===== src/logic/cache_cfg.svh =====
`ifndef CACHE_CFG_SVH
`define CACHE_CFG_SVH

// the word size is also the address width, and addresses count words.
`define WORD_SIZE   16

// an address splits into tag, index and word offset from the top down.
`define TAG_SIZE    11
`define INDEX_SIZE  3

`define LINE_NUMBER 8
`define LINE_SIZE   4

// busy cycles a memory port shows before it completes a line transfer.
`define MEM_LATENCY 3

`endif


===== src/logic/cache_state_pkg.sv =====
package cache_state_pkg;

    // the instruction cache only ever refills, it has nothing to write back.
    typedef enum logic [1:0] {
        IC_IDLE,
        IC_REFILL,
        IC_RESPOND
    } icache_state_e;

    // a dirty victim goes out in DC_WRITEBACK before DC_REFILL brings in the new line.
    typedef enum logic [1:0] {
        DC_IDLE,
        DC_WRITEBACK,
        DC_REFILL,
        DC_RESPOND
    } dcache_state_e;

endpackage


===== src/logic/mem_op_pkg.sv =====
package mem_op_pkg;

    // opcode held on the data port of the line memory for the whole transfer.
    typedef enum logic [1:0] {
        MEM_IDLE,
        MEM_READ_LINE,
        MEM_WRITE_LINE
    } mem_op_e;

endpackage


===== src/logic/dcache.sv =====
`timescale 1ns/1ps
`include "cache_cfg.svh"

module dcache (
    input  logic                             Clk,
    input  logic                             i_arst_n,
    input  logic                             i_load,
    input  logic                             i_store,
    input  logic [`WORD_SIZE-1:0]            i_data_addr,
    input  logic [`WORD_SIZE-1:0]            i_store_data,
    input  logic                             i_mem_busy,
    input  logic [`LINE_SIZE*`WORD_SIZE-1:0] i_mem_line,
    output logic                             o_data_done,
    output logic [`WORD_SIZE-1:0]            o_load_data,
    output logic                             o_data_hit,
    output mem_op_pkg::mem_op_e              o_mem_op,
    output logic [`TAG_SIZE+`INDEX_SIZE-1:0] o_mem_line_addr,
    output logic [`LINE_SIZE*`WORD_SIZE-1:0] o_mem_wline
);
    import cache_state_pkg::*;
    import mem_op_pkg::*;

    localparam int OFFSET_BITS = $clog2(`LINE_SIZE);
    localparam int LINE_BITS   = `LINE_SIZE * `WORD_SIZE;

    logic [`TAG_SIZE-1:0]    tag_arr  [`LINE_NUMBER];
    logic [LINE_BITS-1:0]    data_arr [`LINE_NUMBER];
    logic [`LINE_NUMBER-1:0] valid;
    logic [`LINE_NUMBER-1:0] dirty;

    dcache_state_e           state;
    logic [`TAG_SIZE-1:0]    req_tag;
    logic [`INDEX_SIZE-1:0]  req_index;
    logic [OFFSET_BITS-1:0]  req_offset;
    logic                    lookup_hit;
    logic                    accept;
    logic                    fill_done;

    assign req_tag    = i_data_addr[`WORD_SIZE-1 -: `TAG_SIZE];
    assign req_index  = i_data_addr[OFFSET_BITS +: `INDEX_SIZE];
    assign req_offset = i_data_addr[OFFSET_BITS-1:0];

    assign lookup_hit = valid[req_index] && (tag_arr[req_index] == req_tag);
    assign accept     = (i_load || i_store) && !o_data_done;
    assign fill_done  = (state == DC_REFILL) && !i_mem_busy;

    always_comb begin
        case (state)
            DC_WRITEBACK: o_mem_op = MEM_WRITE_LINE;
            DC_REFILL:    o_mem_op = MEM_READ_LINE;
            default:      o_mem_op = MEM_IDLE;
        endcase
    end

    // the victim goes back under the tag it was stored with, not the requested one.
    assign o_mem_line_addr = (state == DC_WRITEBACK) ? {tag_arr[req_index], req_index}
                                                     : {req_tag, req_index};
    assign o_mem_wline     = data_arr[req_index];

    always_ff @(posedge Clk or negedge i_arst_n) begin
        if (!i_arst_n) begin
            state       <= DC_IDLE;
            valid       <= '0;
            dirty       <= '0;
            o_data_done <= 1'b0;
        end else begin
            o_data_done <= 1'b0;
            case (state)
                DC_IDLE: begin
                    if (accept) begin
                        if (lookup_hit) begin
                            state <= DC_RESPOND;
                        end else if (valid[req_index] && dirty[req_index]) begin
                            state <= DC_WRITEBACK;
                        end else begin
                            state <= DC_REFILL;
                        end
                    end
                end
                DC_WRITEBACK: begin
                    if (!i_mem_busy) begin
                        dirty[req_index] <= 1'b0;
                        state            <= DC_REFILL;
                    end
                end
                DC_REFILL: begin
                    if (!i_mem_busy) begin
                        valid[req_index] <= 1'b1;
                        dirty[req_index] <= 1'b0;
                        state            <= DC_RESPOND;
                    end
                end
                DC_RESPOND: begin
                    if (i_store) begin
                        dirty[req_index] <= 1'b1;
                    end
                    o_data_done <= 1'b1;
                    state       <= DC_IDLE;
                end
                default: state <= DC_IDLE;
            endcase
        end
    end

    always_ff @(posedge Clk) begin
        if ((state == DC_IDLE) && accept) begin
            o_data_hit <= lookup_hit;
        end
        if (fill_done) begin
            tag_arr[req_index]  <= req_tag;
            data_arr[req_index] <= i_mem_line;
        end
        // stores only ever touch a line that is present, after a hit or a refill.
        if (state == DC_RESPOND) begin
            if (i_store) begin
                data_arr[req_index][req_offset*`WORD_SIZE +: `WORD_SIZE] <= i_store_data;
            end else begin
                o_load_data <= data_arr[req_index][req_offset*`WORD_SIZE +: `WORD_SIZE];
            end
        end
    end

endmodule


===== config.mk =====
export PLATFORM = sky130hd
export DESIGN_NAME = dcache
export DESIGN_NICKNAME = d
export VERILOG_FILES = /design/src/logic/cache_state_pkg.sv /design/src/logic/mem_op_pkg.sv /design/src/logic/dcache.sv
export VERILOG_INCLUDE_DIRS = /design/src /design/src/logic
export SDC_FILE = /design/constraint.sdc
export NUM_CORES = 1
export LEC_CHECK = 0
export BUFFER_PORTS_ARGS = -buffer_cell sky130_fd_sc_hd__buf_2
export CAP_MARGIN = 30
export CORE_MARGIN = 1.5
export CORE_UTILIZATION = 45
export DETAILED_ROUTE_END_ITERATION = 10
export SYNTH_ARGS = -nofsm -noshare
export SYNTH_HDL_FRONTEND = slang
export SYNTH_SLANG_ARGS = --single-unit

===== constraint.sdc =====
create_clock -name Clk -period 3.6 [get_ports Clk]
set_input_delay 0.72 -clock Clk [delete_from_list [all_inputs] [get_ports Clk]]
set_output_delay 0.72 -clock Clk [all_outputs]
set_load 0.02 [all_outputs]

======== Word level (Yosys, flattened, before mapping) ========
Memories as Yosys holds them, arrays and structs flattened.
Index checks and enable logic that the tools add are counted.
storage, ports and cells
  memories ................................ 2
  output and inout bits ................... 98
  bits of input ports ..................... 101
  flip-flop bits (word level) ............. 36
  logic and storage cells ................. 196
  bits in writable memories ............... 600
cells by class
  reductions and logical operators ........ 16
  bitwise gates (word level) .............. 70
  equality and inequality tests ........... 9
  shift operators ......................... 3
  multiplexer cells ....................... 87
  $add $sub $neg .......................... 1
  $lt $le $gt $ge ......................... 2
memories
  name      depth  bits a word  read ports  clocked after Yosys merged registers in  wr ports  line          text
  data_arr  8      64           1           0                                        1         dcache.sv:27  logic [LINE_BITS-1:0] data_arr [`LINE_NUMBER];
  tag_arr   8      11           1           0                                        1         dcache.sv:26  logic [`TAG_SIZE-1:0] tag_arr [`LINE_NUMBER];
operators with widths
  kind                                                     count
  two-way mux 1 bit                                        72
  two-way mux 64 bit                                       1
  OR 1 bit                                                 64
  variable shift 16 x 34 -> 64 bit (first input constant)  1
  indexed part select 16 x 34 -> 64 bit                    1
  indexed part select 64 x 7 -> 16 bit                     1
  negator 6 -> 34 bit                                      1
  two-way mux 8 bit                                        2
  OR 8 bit                                                 2
  case mux 8 bit (2 select lines)                          1
  two-way mux 14 bit                                       1
  equality test 11 bit                                     1
  two-way mux 2 bit                                        5
  inequality test 2 bit (second input constant)            5
  bitwise AND 8 bit                                        1
  NOT 8 bit                                                1
  case mux 2 bit (4 select lines)                          1
  binary-select mux 1 bit (select 3 bit)                   2
  logical AND 1 bit                                        6
  AND reduction 3 bit                                      2
  equality test 2 bit (second input constant)              2
  < comparator 3 x 4 -> 1 bit (second input constant)      1
  case mux 2 bit (2 select lines)                          1
  AND reduction 2 bit                                      2
  9 further kinds                                          11

======== Depth between registers and ports, before layout ========
  word-level depth ........................ 8
  mapped depth ............................ 10

======== Worst setup path after synthesis ========
Ideal clock, no wire load.
  path kind ............................... input to register
  from .................................... in i_data_addr[1]
  to ...................................... mem data_arr[0][0] (netlist name) (enable)
  path slack .............................. 0.267 ns
  setup time .............................. 0.388 ns
  stages on the path ...................... 7
  data arrival time ....................... 2.945 ns
  buffers on the path ..................... 2
  data required time ...................... 3.212 ns
  cell sequence ........................... inv_1 > buf_1 > ha_1 > nand3_1 > and2_1 > clkbuf_1 > nor2_1
between the ends
  word-level cells in the longest chain between the ends .. 4
RTL lines
  what                              line           text
  start: declaration                dcache.sv:9    input logic [`WORD_SIZE-1:0] i_data_addr,
  negator 6 -> 34 bit               dcache.sv:116  data_arr[req_index][req_offset*`WORD_SIZE +: `WORD_SIZE] <= i_store_data;
  variable shift 16 x 34 -> 64 bit  dcache.sv:116
  two-way mux 64 bit                dcache.sv:116
  OR 1 bit (no source line)         n/a
  end: declaration                  dcache.sv:27
Every way passes these cells.

======== Final worst setup path ========
  from .................................... in i_data_addr[3]
  to ...................................... out o_mem_wline[2]
between the ends
  word-level cells in the longest chain between the ends .. 1
RTL lines
  what                      line          text
  memory read (8 x 64 bit)  n/a
  end: declaration          dcache.sv:18  output logic [`LINE_SIZE*`WORD_SIZE-1:0] o_mem_wline
Every way passes these cells.

==> impl_metrics.ini <==
[outcome]
status = completed

[critical_path]
r2r_setup_slack_ps = 1010
crit_fanout = 27
cp.arrival_ps = 2750
crit_path_max_incr_delay_ps = 760
crit_type = in2out
cp_top_family = compound AO/OA/AOI/OAI gates
rr_worst_depth = 5
timing.rr.start = state[0]
slowest_stage = o21ai_0
rr_endpoint = data_arr[5][10]
path_buf_inv = 3
worstPathCellList = buf_6, and2_1, buf_4, a21oi_1, o21ai_0, buf_2
end_kind = output pin
critPathRequiredTime_ps = 2880
worst_setup_path_start_kind = input pin

[cts]
clockBufferDepth = 3
ctsResizeCount = 0
cts_tree = built
holdBufCountCts = 0
cts-root-buf = clkbuf_16
clk_pin_slew_ps = 60
insertion_delay_ps = 610
cts_setup_buffers = 0
cts.sinks = 636
htreeDepth = 3
cts_buffers = 68

[timing]
hold_violations = 0
clock_skew_ps = 27.24
layout_min_cycle_time_ps = 3466
relSlewSlack_pct = 34.62
finalSetupViolCount = 0
rsz0062_at_grt = no
setup_tns_ps = 0
finalWorstSetupSlack_ps = 133.5
slew_viol_final = 0
tightest_slew_ps = 970.4
fmax_ghz = 0.2885
period_share_pct = 96.29

[route]
drc = 0
viasPerCell = 6.150
wl_mm = 80.92
drtAntennaViolNets = 0
post_drt_wl_per_cell_microns = 30.81
initialDrtViolationCount = 1851
dr.pass1.iters = 5
vias = 16150

[floorplanning]
coreArea_sq_um = 56390
dieArea_sq_um = 58420
fp.dieW_microns = 241.7
std_cell_rows = 87
initial_utilization_pct = 45.47
die_y_microns = 241.7
num_io_pins = 199

[yosys]
syn-num-nets = 1609
synth_edf_count = 617
syn-mean-instance-area_sq_um = 17.13
ys_types = 53
yosysSeqAreaShare_pct = 74.12
yosysWarnings = 0
syn_area_sq_um = 25640
synth-seq-cells = 636
ys.flop_type = edfxtp_1
syn_inst = 1497
postSynth.asyncResetShare_pct = 2.987

[global_routing]
grt_max_degree = 57
grt.total_usage_pct = 27.65
grt_pass1_vias = 15650
grt_pass1_wl_mm = 114.7
grt_overflow_total = 0
antenna_found_initial = 4

[layout]
fillers = 4611
drive_gt1_share_pct = 30.39
nNetsFinal = 1935
regArea_sq_um = 19000
area_growth_pct = 19.44
multi_input_area_sq_um = 6156
design_area_sq_um = 30620

[placed_design]
place_hpwl_mm = 53.89
place.gp.congestion = 0.8558
dpl_cell_area_sq_um = 28490
place.port_buffers = 198
preCtsSetupSlack_ps = 223.7

[run]
drv_cap = 0

[worst_hold_path]
hp-class = in2async

[power_and_ir_drop]
power.density_nw_per_um2 = 590.9
p_leak_nw = 10.72
ir_drop_uv = 346.0
## area by class of cell
type                       instances  area share, %
inverter                          12         0.1471
multi-input combinational        754          20.10
clock inverter                    30          1.075
sequential                       636          62.05
tap                              756          3.089
timing repair buffer             351          7.648
antenna                            1       0.008171
clock buffer                      86          5.879
## worst register-to-register path, delay by kind of cell (launching register included)
kind | cells | cell delay (ps)
and+or+nand+nor | 2 | 730
AOI/OAI and AO/OA | 1 | 420
adders and majority gates | 1 | 440
DFF | 1 | 430
buffers and inverters | 1 | 310
## through the flow
stage / util [%] / hold slack (ps) / instances / total power [mW]
6_report: 54.31 / 58.15 / 2626 / 18.10
5_1_grt: 54.31 / 102.0 / 2625 / 18.61
4_1_cts: 54.31 / 49.87 / 2625 / 18.15
3_5_place_dp: 50.53 / 451.3 / 2509 / 11.40
3_3_place_gp: 50.53 / 449.0 / 2509 / 11.35
2_1_floorplan: - / 424.4 / 1497 / 10.27
## registers in the layout, summed over array words and instances, names as in the netlist, named ones only
register	count
valid	8
o_data_done	1
o_data_hit	1
data_arr	512
tag_arr	88
o_load_data	16
state	2
## power by group
| part | internal, mW | total [mW] | switching [mW] |
|---|---|---|---|
| Clock | 4.03 | 6.83 | 2.80 |
| Sequential | 8.64 | 8.77 | 0.130 |
| Combinational | 0.860 | 2.49 | 1.63 |
## Yosys cell counts (all sizes together) (2+ instances only)
master    n  area (sq um)
nand2    65         244.0
nor2    104         392.9
nor3b     2         15.01
mux4     42         945.9
o211ai    7         52.55
mux2     57         645.6
nor3      9         60.06
clkbuf   42         157.7
a222oi   14         140.1
or2       9         56.30
a21oi    52         260.3
nor2b     5         31.28
buf      53         334.1
xor2      4         35.03
nor4      2         12.51
and2      5         31.28
dfrtp    19         475.5
a221oi   37         324.1
edfxtp  617         18530
a211oi   17         127.6
a22oi    44         330.3
nand3    10         50.05
xnor2     6         52.55
nor4b     3         45.04
ha       11         137.6
o221ai    2         17.52
mux2i    85         854.6
o21ai    48         240.2
inv      11         41.29
a22o     78         683.2
a221o    20         200.2
o22ai     6         37.54
## kinds of logic (layout without fill, tap and decap cells)
kind of cell             after synthesis  count (layout)  synth area share, %
flip-flops                           636             636                74.12
AO/OA/AOI/OAI                        331             331                9.599
AND/OR/NAND/NOR                      218             218                3.772
multiplexers                         184             184                9.540
buffers and inverters                107             479                2.093
adder cells (fa/ha/maj)               11              11               0.5368
XOR/XNOR                              10              10               0.3416
other                                  0               1                    0
## how the worst max path moves through the flow
| stage | end | slack [ps] | from | cells after the start |
|---|---|---|---|---|
| floorplan | data_arr[0][0] | 270 | i_data_addr[1] | 7 |
| global placement | o_mem_wline[20] | 220 | i_data_addr[3] | 7 |
| detailed placement | o_load_data[8] | 220 | i_data_addr[3] | 8 |
| CTS | o_mem_wline[4] | 230 | i_data_addr[3] | 7 |
| global route | o_mem_wline[56] | 130 | i_data_addr[3] | 7 |
| finish | o_mem_wline[2] | 130 | i_data_addr[3] | 6 |
## layer usage
metal  global-route usage (%)  routed length (microns)
met5                        0                       27
met3                    5.860                     8488
met2                    41.29                    36690
met1                    39.74                    32610
met4                    11.07                     3100
## placed cells by master (no fill, tap or decap), drive strengths merged, types with 6 or more instances in the layout
master / instances
a21oi: 52
inv: 13
ha: 11
nor2: 104
a221o: 20
dfrtp: 19
bufinv: 7
clkinv: 20
o211ai: 7
a22oi: 44
clkbuf: 86
a221oi: 37
mux4: 42
nand3: 10
a222oi: 14
mux2i: 85
nand2: 65
o22ai: 6
a22o: 78
a211oi: 17
or2: 9
mux2: 57
o21ai: 48
nor3: 9
edfxtp: 617
buf: 351
xnor2: 6
(Power assumes the default switching activity.)
