===== config.mk =====
export PLATFORM = sky130hd
export DESIGN_NAME = icache
export DESIGN_NICKNAME = d
export VERILOG_FILES = /design/src/logic/cache_state_pkg.sv /design/src/logic/icache.sv
export VERILOG_INCLUDE_DIRS = /design/src /design/src/logic
export SDC_FILE = /design/constraint.sdc
export NUM_CORES = 1
export LEC_CHECK = 0
export ABC_AREA = 0
export BUFFER_PORTS_ARGS = -buffer_cell sky130_fd_sc_hd__buf_2
export CORE_ASPECT_RATIO = 0.5
export CORE_MARGIN = 5
export CORE_UTILIZATION = 55
export CTS_CLUSTER_DIAMETER = 30
export CTS_CLUSTER_SIZE = 8
export DETAILED_ROUTE_END_ITERATION = 6
export PLACE_DENSITY = 0.75
export SLEW_MARGIN = 10
export SYNTH_ARGS = -nofsm -noshare
export SYNTH_HDL_FRONTEND = slang
export SYNTH_SLANG_ARGS = --single-unit

===== constraint.sdc =====
create_clock -name Clk -period 6.31 [get_ports Clk]
set_clock_uncertainty 0.15 [all_clocks]
set_input_delay 0.631 -clock Clk [delete_from_list [all_inputs] [get_ports Clk]]
set_output_delay 0.631 -clock Clk [all_outputs]
set_load 0.005 [all_outputs]

===== src/logic/cache_cfg.svh =====
`ifndef CACHE_CFG_SVH
`define CACHE_CFG_SVH

// the word size is also the address width, and addresses count words.
`define WORD_SIZE   16

// an address splits into tag, index and word offset from the top down.
`define TAG_SIZE    11
`define INDEX_SIZE  3

`define LINE_NUMBER 8
`define LINE_SIZE   4

// busy cycles a memory port shows before it completes a line transfer.
`define MEM_LATENCY 3

`endif


===== src/logic/cache_state_pkg.sv =====
package cache_state_pkg;

    // the instruction cache only ever refills, it has nothing to write back.
    typedef enum logic [1:0] {
        IC_IDLE,
        IC_REFILL,
        IC_RESPOND
    } icache_state_e;

    // a dirty victim goes out in DC_WRITEBACK before DC_REFILL brings in the new line.
    typedef enum logic [1:0] {
        DC_IDLE,
        DC_WRITEBACK,
        DC_REFILL,
        DC_RESPOND
    } dcache_state_e;

endpackage


===== src/logic/icache.sv =====
`timescale 1ns/1ps
`include "cache_cfg.svh"

module icache (
    input  logic                             Clk,
    input  logic                             i_arst_n,
    input  logic                             i_fetch,
    input  logic [`WORD_SIZE-1:0]            i_fetch_addr,
    input  logic                             i_mem_busy,
    input  logic [`LINE_SIZE*`WORD_SIZE-1:0] i_mem_line,
    output logic                             o_fetch_done,
    output logic [`WORD_SIZE-1:0]            o_fetch_data,
    output logic                             o_fetch_hit,
    output logic                             o_mem_read,
    output logic [`TAG_SIZE+`INDEX_SIZE-1:0] o_mem_line_addr
);
    import cache_state_pkg::*;

    localparam int OFFSET_BITS = $clog2(`LINE_SIZE);
    localparam int LINE_BITS   = `LINE_SIZE * `WORD_SIZE;

    logic [`TAG_SIZE-1:0]    tag_arr  [`LINE_NUMBER];
    logic [LINE_BITS-1:0]    data_arr [`LINE_NUMBER];
    logic [`LINE_NUMBER-1:0] valid;

    icache_state_e           state;
    logic [`TAG_SIZE-1:0]    req_tag;
    logic [`INDEX_SIZE-1:0]  req_index;
    logic [OFFSET_BITS-1:0]  req_offset;
    logic                    lookup_hit;
    logic                    accept;
    logic                    fill_done;

    // the CPU holds the address until done, so it is used directly in every state.
    assign req_tag    = i_fetch_addr[`WORD_SIZE-1 -: `TAG_SIZE];
    assign req_index  = i_fetch_addr[OFFSET_BITS +: `INDEX_SIZE];
    assign req_offset = i_fetch_addr[OFFSET_BITS-1:0];

    assign lookup_hit = valid[req_index] && (tag_arr[req_index] == req_tag);

    // a request still high in the done cycle belongs to the access just finished.
    assign accept    = i_fetch && !o_fetch_done;
    assign fill_done = (state == IC_REFILL) && !i_mem_busy;

    assign o_mem_read      = (state == IC_REFILL);
    assign o_mem_line_addr = {req_tag, req_index};

    always_ff @(posedge Clk or negedge i_arst_n) begin
        if (!i_arst_n) begin
            state        <= IC_IDLE;
            valid        <= '0;
            o_fetch_done <= 1'b0;
        end else begin
            o_fetch_done <= 1'b0;
            case (state)
                IC_IDLE: begin
                    if (accept) begin
                        state <= lookup_hit ? IC_RESPOND : IC_REFILL;
                    end
                end
                IC_REFILL: begin
                    if (!i_mem_busy) begin
                        valid[req_index] <= 1'b1;
                        state            <= IC_RESPOND;
                    end
                end
                IC_RESPOND: begin
                    o_fetch_done <= 1'b1;
                    state        <= IC_IDLE;
                end
                default: state <= IC_IDLE;
            endcase
        end
    end

    always_ff @(posedge Clk) begin
        if ((state == IC_IDLE) && accept) begin
            o_fetch_hit <= lookup_hit;
        end
        if (fill_done) begin
            tag_arr[req_index]  <= req_tag;
            data_arr[req_index] <= i_mem_line;
        end
        // after a refill the word comes from the line installed on the previous edge.
        if (state == IC_RESPOND) begin
            o_fetch_data <= data_arr[req_index][req_offset*`WORD_SIZE +: `WORD_SIZE];
        end
    end

endmodule


### Word level (Yosys, flattened, before mapping)

Memories as Yosys holds them, arrays and structs flattened.
Index checks and enable logic that the tools add are counted.

| word-level totals | value |
|---|---|
| register bits | 28 |
| latch bits | 0 |
| bits in writable memories | 600 |
| bits in read-only memories | 0 |
| input bits | 84 |
| memories | 2 |

Memory list:

| name | words | width | read ports | clocked after Yosys merged registers in | wr ports | RTL line | text |
|---|---|---|---|---|---|---|---|
| data_arr | 8 | 64 | 1 | 0 | 1 | icache.sv:23 | `` logic [LINE_BITS-1:0] data_arr [`LINE_NUMBER]; `` |
| tag_arr | 8 | 11 | 1 | 0 | 1 | icache.sv:22 | `` logic [`TAG_SIZE-1:0] tag_arr [`LINE_NUMBER]; `` |

| operators by class | value |
|---|---|
| add/sub/neg operators | 0 |
| $mul | 0 |
| div/mod/pow operators | 0 |
| $lt $le $gt $ge | 2 |
| eq/ne operators | 5 |
| shift operators | 1 |
| muxes and demuxes | 11 |
| bitwise logic cells | 2 |
| reduce and logical (&&, ||, !) cells | 10 |

Operators with widths:

| operator | number |
|---|---|
| $shiftx 64x7->16 | 1 |
| $eq 11x11->1 | 1 |
| $or 8x8->8 | 1 |
| $mux 2 | 3 |
| $logic_and 1x1->1 | 5 |
| $mux 1 | 5 |
| $lt 3x4->1 const B | 1 |
| $ne 2x2->1 const B | 2 |
| $pmux 2 s2 | 1 |
| $reduce_and 2->1 | 2 |
| $bmux 1 s3 | 1 |
| $demux 1 s3 | 1 |
| $ge 3x1->1 const B | 1 |
| $eq 2x1->1 const B | 1 |
| $eq 2x2->1 const B | 1 |
| $logic_not 1->1 | 2 |
| $logic_not 2->1 | 1 |
| $not 1->1 | 1 |

### Longest topological paths before layout

Gate-level depths: netlist (run 1).

| logic depth | value |
|---|---|
| word-level depth | 6 |
| gate-level depth with buffers | 10 |
| mapped depth without buffers | 7 |

### Worst setup path before layout (run 1)

OpenSTA, ideal clock, no wires.

| timing | value |
|---|---|
| path type | in2reg |
| start point | input port i_fetch_addr[4] |
| end point | register valid[3] |
| library setup time | 0.097 ns |
| arrival | 7.074 ns |
| setup slack | -1.011 ns |
| stages on the path | 6 |
| cell sequence | buf_4 buf_2 buf_2 buf_2 nor3_1 or2_2 |

| on the way | value |
|---|---|
| word-level cells in the longest chain between the ends | 5 |

Ends and longest elaborated chain:

| what | RTL line | text |
|---|---|---|
| start: declaration | icache.sv:8 | `` input logic [`WORD_SIZE-1:0] i_fetch_addr, `` |
| $lt 3x4->1 (not written as such) / $ge 3x1->1 (equally long branches) | icache.sv:63 | `valid[req_index] <= 1'b1;` |
| $logic_and 1x1->1 (not written as such) | icache.sv:63 |  |
| $mux 1 (not written as such) | icache.sv:63 |  |
| $demux 1 s3 (*) | icache.sv:63 |  |
| $or 8x8->8 (no source line) (*) | -- |  |
| end signal: assignment | icache.sv:51 | `valid <= '0;` |
| end signal: indexed assignment | icache.sv:63 |  |
| end: declaration | icache.sv:24 | `` logic [`LINE_NUMBER-1:0] valid; `` |

Mark *: on every way between the ends. The rest lies on a longest branch, timed or not.
A chain may end at the register's enable or synchronous reset.

### Worst setup path in the final report (run 1)

| timing | value |
|---|---|
| start point | input port i_fetch_addr[2] |
| end point | memory data_arr[5][44] (netlist name), enable pin |

RTL lines:

| what | RTL line |
|---|---|
| end: declaration | icache.sv:23 |

Straight into the memory's write port.

==> results.sh, run 1 <==
export IMPL_slew_viol_final=0
export IMPL_io_pins=117
export IMPL_first_global_vias=14170
export IMPL_synth_top_area_frac=0.7765
export IMPL_cts_tree="built"
export IMPL_ys_warnings_count=0
export IMPL_vdd_drop_max_uv=217.8
export IMPL_wl_per_cell_um=28.71
export IMPL_final_setup_viol_count=0
export IMPL_cp_start_kind="input pin"
export IMPL_max_freq_mhz=275.3
export IMPL_switchingPower_mw=2.111
export IMPL_die_area_um2=47900
export IMPL_ys_ff_latch=628
export IMPL_postSynthCellCount=1352
export IMPL_cts_hold_buf=1
export IMPL_synth_main_ff_cell="edfxtp_1"
export IMPL_intPower_mw=7.620
export IMPL_worstSetupEndpointType="flop"
export IMPL_tightestPinTransition_ps=1168
export IMPL_critPathKind="input pin to flop"
export IMPL_synth_edf_count=617
export IMPL_cp_data_arrival_time_ps=3700
export IMPL_portBuffers=116
export IMPL_antenna_found_initial=3
export IMPL_rsz0062_at_grt="no"
export IMPL_dp_cells=1989
export IMPL_hold_violations=0
export IMPL_die_w_um=304.6
export IMPL_drc=0
export IMPL_root_buffer="clkbuf_16"
export IMPL_nNetsFinal=1590
export IMPL_clkSinkCount=628
export IMPL_period_needed_ps=3632
export IMPL_synth_nets=1436
export IMPL_finalNonFillerCells=2108
export IMPL_ys_async_sr_fraction=0.01752
export IMPL_clk_pin_slew_ps=50
export IMPL_globalplace_congestion=0.8124
export IMPL_cts_buffer_depth=3
export IMPL_cts_buffers_inserted=91
export IMPL_r2r_cells=4
export IMPL_cts_setup_buffers=0
export IMPL_drtIter0Drc=1936
export IMPL_wirelength_um=60520
export IMPL_initial_utilization=0.5622
export IMPL_num_vias=13820
export IMPL_maxSlewHeadroom=0.2212
export IMPL_outcome="finished, final reports clean"
export IMPL_nFillCells=2733
export IMPL_hold_depth=3
export IMPL_die_h_um=157.3
export IMPL_drtPass1Iterations=5
export IMPL_synth_area_um2=23860
export IMPL_grt_max_degree=60
export IMPL_synth_largest_area_cell="edfxtp_1"
export IMPL_path_max_fanout=41
export IMPL_synth_seq_area_share=0.7880
export IMPL_place_hpwl_um=32500
export IMPL_setup_tns_ps=0
export IMPL_row_count=53
export IMPL_required_ps=6380
export IMPL_p_leak_nw=9.140
export IMPL_final_cell_mix="edfxtp_1 (617), buf_2 (113), clkbuf_16 (92), nand2_1 (79), a22oi_1 (69)"
export IMPL_cap_violations=0
export IMPL_postRouteAntennaNets=0
export IMPL_cts_resized=0
export IMPL_drive_gt1_frac=0.2145
export IMPL_area_growth_syn_to_layout_pct=15.50
export IMPL_cts_max_level=3
export IMPL_avgSynthCellArea_um2=17.65
export IMPL_insertion_delay_ps=600
export IMPL_power_density_nw_per_um2=353.1
export IMPL_core_area_um2=42440
export IMPL_grt_overflow_total=0
export IMPL_synthTopCellsByArea="edfxtp_1 (78%), mux2i_1 (2.7%), a22oi_1 (2.2%)"
export IMPL_grtUsageTotal=0.2523
export IMPL_swShare=0.2170
export IMPL_viasPerCell=6.554
export IMPL_hold_class="input pin to flop"
export IMPL_grt_first_pass_wirelength_um=89780
export IMPL_synth_distinct_cells=53
export IMPL_fin_crit_sh=0.5756
export IMPL_seq_power_share=0.498
export IMPL_combPwrFrac=0.066
export IMPL_clkPwrFrac=0.437
export IMPL_layout_commonest_cell="edfxtp_1"
## stage by stage
stage / utilization / area [um2] / total power, mW / hold WS (ps) / setup WS [ps]
3_3_place_gp: 0.5905 / 25060 / 5.511 / 297.3 / 2211
3_5_place_dp: 0.5905 / 25060 / 5.537 / 302.3 / 2196
5_1_grt: 0.6493 / 27560 / 10.02 / 126.5 / 2608
2_1_floorplan: - / 23870 / 5.243 / 185.4 / 1353
6_report: 0.6494 / 27560 / 9.731 / 143.4 / 2678
4_1_cts: 0.6493 / 27560 / 9.755 / 116.9 / 2810
## cells in the mapped netlist, types with 7 or more instances
cell type / instances
nand3_1: 31
a22o_1: 23
a21oi_1: 67
nor2b_1: 8
xnor2_1: 7
a221oi_1: 43
o31ai_1: 9
a22oi_1: 69
mux2i_1: 65
dfrtp_1: 11
nand2_1: 79
nand4_1: 23
nor2_1: 43
o21ai_0: 47
clkbuf_1: 43
and2_1: 8
or2_2: 8
mux4_2: 21
edfxtp_1: 617
buf_4: 18
buf_2: 24
mux2_2: 22
## path summary, 6_finish.rpt
check	start	endpoint	slack [ps]
min in group asynchronous	i_arst_n	valid[6]	330
worst min register to register	valid[0]	valid[0]	310
max in group asynchronous	i_arst_n	state[1]	5470
worst min-delay path	i_mem_busy	state[0]	140
worst max-delay path	i_fetch_addr[2]	data_arr[5][44]	2680
worst max register to register	state[0]	data_arr[0][45]	3110
## routing by layer
layer  global-route usage  wire, um  vias to the layer above
met2               0.4084     28760                      984
met5                    0        22                        -
met4              0.08286      1771                        4
met3              0.06831      7376                      144
met1               0.3414     22580                     6943
li1                     -         -                     5740
## power by group through the flow
| stage | clock network [mW] | registers (mW) | logic, mW |
|---|---|---|---|
| finish | 4.25 | 4.84 | 0.637 |
| global route | 4.50 | 4.85 | 0.676 |
| CTS | 4.28 | 4.84 | 0.630 |
| detailed placement | 0 | 4.91 | 0.623 |
| global placement | 0 | 4.90 | 0.607 |
| floorplan | 0 | 4.90 | 0.338 |
## kinds of logic after synthesis
kind of cell,after synthesis,share of synthesized area
AO/OA/AOI/OAI,294,0.08505
XOR/XNOR,9,0.003304
buffers and inverters,95,0.02003
flip-flops,628,0.7880
multiplexers,111,0.06014
AND/OR/NAND/NOR,215,0.04347
## flip-flops by register name, summed over array words and instances, names as in the netlist
signal	flops
o_fetch_hit	1
tag_arr	88
data_arr	512
valid	8
state	2
o_fetch_done	1
o_fetch_data	16
## worst max-delay path: stages
cell    delay, ps
buf_4         520
inv_2         430
buf_4         350
nor3_4        200
buf_4         500
and2_4        410
buf_4         550
## layout make-up
class | instances | area [um2] | area share
flip-flops and latches | 628 | 18800 | 0.6823
multi-input cells | 629 | 4668 | 0.1694
clock buffers | 104 | 2357 | 0.08553
repair buffers | 152 | 864.6 | 0.03137
well taps | 577 | 721.9 | 0.02620
clock inverters | 12 | 125.1 | 0.004540
inverters | 4 | 15.01 | 0.0005448
diodes | 2 | 5.005 | 0.0001816
Note: power is estimated with default switching activity, not from simulation.
==> run 2, diff against run 1 <==
==> constraint.sdc (replaced) <==
create_clock -name Clk -period 2.93 [get_ports Clk]
set_clock_uncertainty 0.15 [all_clocks]
set_input_delay 0.293 -clock Clk [delete_from_list [all_inputs] [get_ports Clk]]
set_output_delay 0.293 -clock Clk [all_outputs]
set_load 0.005 [all_outputs]
==> run 2 against run 1 <==
  * Routed wire length increased by 4.0%
  * First-iteration DRC count increased by 14%
  * Worst setup slack got worse by 2600 ps
  * Die area unchanged
  * Clock power increased by 120%
  * Sequential share of layout area decreased by 3.7 points
  * Largest cell class unchanged
==> results.sh, run 2 (synthesis results as in run 1) <==
export IMPL_outcome="finished, final reports clean"
export IMPL_fin_ws_ps=123.8
export IMPL_core_area_um2=42440
export IMPL_max_freq_mhz=356.4
export IMPL_hold_violations=0
export IMPL_register_area_um2=18800
export IMPL_row_count=53
export IMPL_drtPass1Iterations=6
export IMPL_final_cell_mix="edfxtp_1 (617), buf_2 (113), clkbuf_16 (92), dlygate4sd3_1 (80), nand2_1 (78)"
export IMPL_insertion_delay_ps=610
export IMPL_finalNonFillerCells=2247
export IMPL_grt_first_pass_wirelength_um=94010
export IMPL_first_global_vias=15010
export IMPL_dp_cells=2034
export IMPL_antenna_found_initial=0
export IMPL_vdd_drop_max_uv=409.0
export IMPL_slew_viol_final=0
export IMPL_die_w_um=304.6
export IMPL_rsz0062_at_grt="no"
export IMPL_wl_per_cell_um=28.00
export IMPL_initial_utilization=0.5622
export IMPL_cts_buffer_depth=3
export IMPL_largest_register="data_arr"
export IMPL_drtIter0Drc=2201
export IMPL_critPathBufInv=3
export IMPL_tightestPinTransition_ps=776.4
export IMPL_cp_slowest_stage_delay_ps=560
export IMPL_place_hpwl_um=35950
export IMPL_portBuffers=116
export IMPL_cts_buffers_inserted=91
export IMPL_clkSinkCount=628
export IMPL_nFillCells=2552
export IMPL_design_area_um2=29140
export IMPL_viasPerCell=6.421
export IMPL_postRouteAntennaNets=0
export IMPL_dpl_cell_area_um2=25820
export IMPL_drive_gt1_frac=0.2240
export IMPL_cp_slowest_cell="dlygate4sd3_1"
export IMPL_worstPathCellList="buf_4 -> buf_4 -> nor2b_1 -> a221oi_1 -> o22ai_1 -> nand4_1 -> nor4_4 -> o21ai_1 -> dlygate4sd3_1"
export IMPL_grtUsageTotal=0.2635
export IMPL_pre_cts_slack_ps=92.21
export IMPL_worstSetupEndpointType="flop"
export IMPL_multi_input_area_um2=4673
export IMPL_critPathKind="input pin to flop"
export IMPL_reg_top3="data_arr (512), tag_arr (88), o_fetch_data (16)"
export IMPL_critPathTopFamily="buffers and inverters"
export IMPL_required_ps=3260
export IMPL_maxSlewHeadroom=0.4807
export IMPL_globalplace_congestion=0.8588
export IMPL_p_leak_nw=9.810
export IMPL_cp_data_arrival_time_ps=3140
export IMPL_area_growth_syn_to_layout_pct=22.13
export IMPL_final_setup_viol_count=0
export IMPL_setup_tns_ps=0
export IMPL_grt_overflow_total=0
export IMPL_grt_max_degree=56
export IMPL_cts_setup_buffers=0
export IMPL_clk_pin_slew_ps=50
export IMPL_fin_crit_sh=0.9577
export IMPL_cts_max_level=3
export IMPL_die_h_um=157.3
export IMPL_cp_start_kind="input pin"
export IMPL_largest_reg_flops=512
export IMPL_drc=0
export IMPL_wirelength_um=62920
export IMPL_root_buffer="clkbuf_16"
export IMPL_period_needed_ps=2806
export IMPL_cp_common_cell="buf_4"
export IMPL_cts_tree="built"
export IMPL_io_pins=117
export IMPL_hold_class="input pin to flop"
export IMPL_cap_violations=0
export IMPL_path_max_fanout=27
export IMPL_cts_resized=0
export IMPL_die_area_um2=47900
export IMPL_layout_commonest_cell="edfxtp_1"
export IMPL_num_vias=14430
export IMPL_power_density_nw_per_um2=730.3
export IMPL_diodes=0
export IMPL_nNetsFinal=1714
[run 2: changes by cell type in the layout (fill, tap and decap cells not counted), moves of 2 or more]
| cell | previous run | this run |
|---|---|---|
| clkbuf_1 | 11 | 30 |
| dlygate4sd3_1 | 1 | 80 |
| buf_12 | 0 | 33 |
| buf_4 | 37 | 49 |
| diode_2 | 2 | 0 |
[run 2: power breakdown]
part	internal (mW)	total, mW	switching [mW]
clock	5.69	9.25	3.57
sequential	10.3	10.4	0.125
combinational	0.605	1.61	1.01
total	16.6	21.3	4.70
[run 2: timing repair]
item | 4_1_cts | 5_1_grt
endpoints found under the setup margin | 0 | 0
hold buffers | 80 | 0
hold endpoints to repair | 614 | 0
[run 2: area by class of cell]
cell class | instances | share of cell area
inverters | 4 | 0.0005152
clock inverters | 10 | 0.003220
well taps | 577 | 0.02477
multi-input cells | 629 | 0.1604
clock buffers | 123 | 0.08334
repair buffers | 276 | 0.08256
flip-flops and latches | 628 | 0.6452
[run 2: final timing paths]
check,from,to,slack (ps),depth (start not counted)
hold reg to reg,valid[0],valid[0],320,1
hold / removal,i_fetch_addr[1],o_fetch_data[8],240,4
setup reg to reg,tag_arr[1][10],state[0],150,8
setup / recovery,i_fetch_addr[2],state[0],120,9
max in group asynchronous,i_arst_n,valid[2],1590,3
min in group asynchronous,i_arst_n,valid[6],630,3
[run 2: per-stage QoR]
stage | total power, mW | hold slack (ps) | utilization
2_1_floorplan | 11.30 | -152.6 | -
3_3_place_gp | 12.00 | 31.34 | 0.6083
3_5_place_dp | 12.06 | 38.92 | 0.6083
4_1_cts | 21.32 | 222.8 | 0.6866
5_1_grt | 21.88 | 222.0 | 0.6866
6_report | 21.28 | 239.6 | 0.6866
[run 2: layer usage]
| layer | part of all wire | routed length [um] | global-route usage |
|---|---|---|---|
| met4 | 0.030 | 1869 | 0.08677 |
| met1 | 0.38 | 23800 | 0.3632 |
| met3 | 0.12 | 7387 | 0.05836 |
| met2 | 0.47 | 29870 | 0.4291 |
| met5 | 0 | 0 | 0 |
[run 2: worst register-to-register path, stage by stage, from the launching register on]
cell and delay, ps:
edfxtp_1 360, mux2_2 280, a221oi_1 300, o22ai_1 160, xnor2_1 160, nand4_1 180
nor4_4 400, o21ai_1 110, dlygate4sd3_1 560
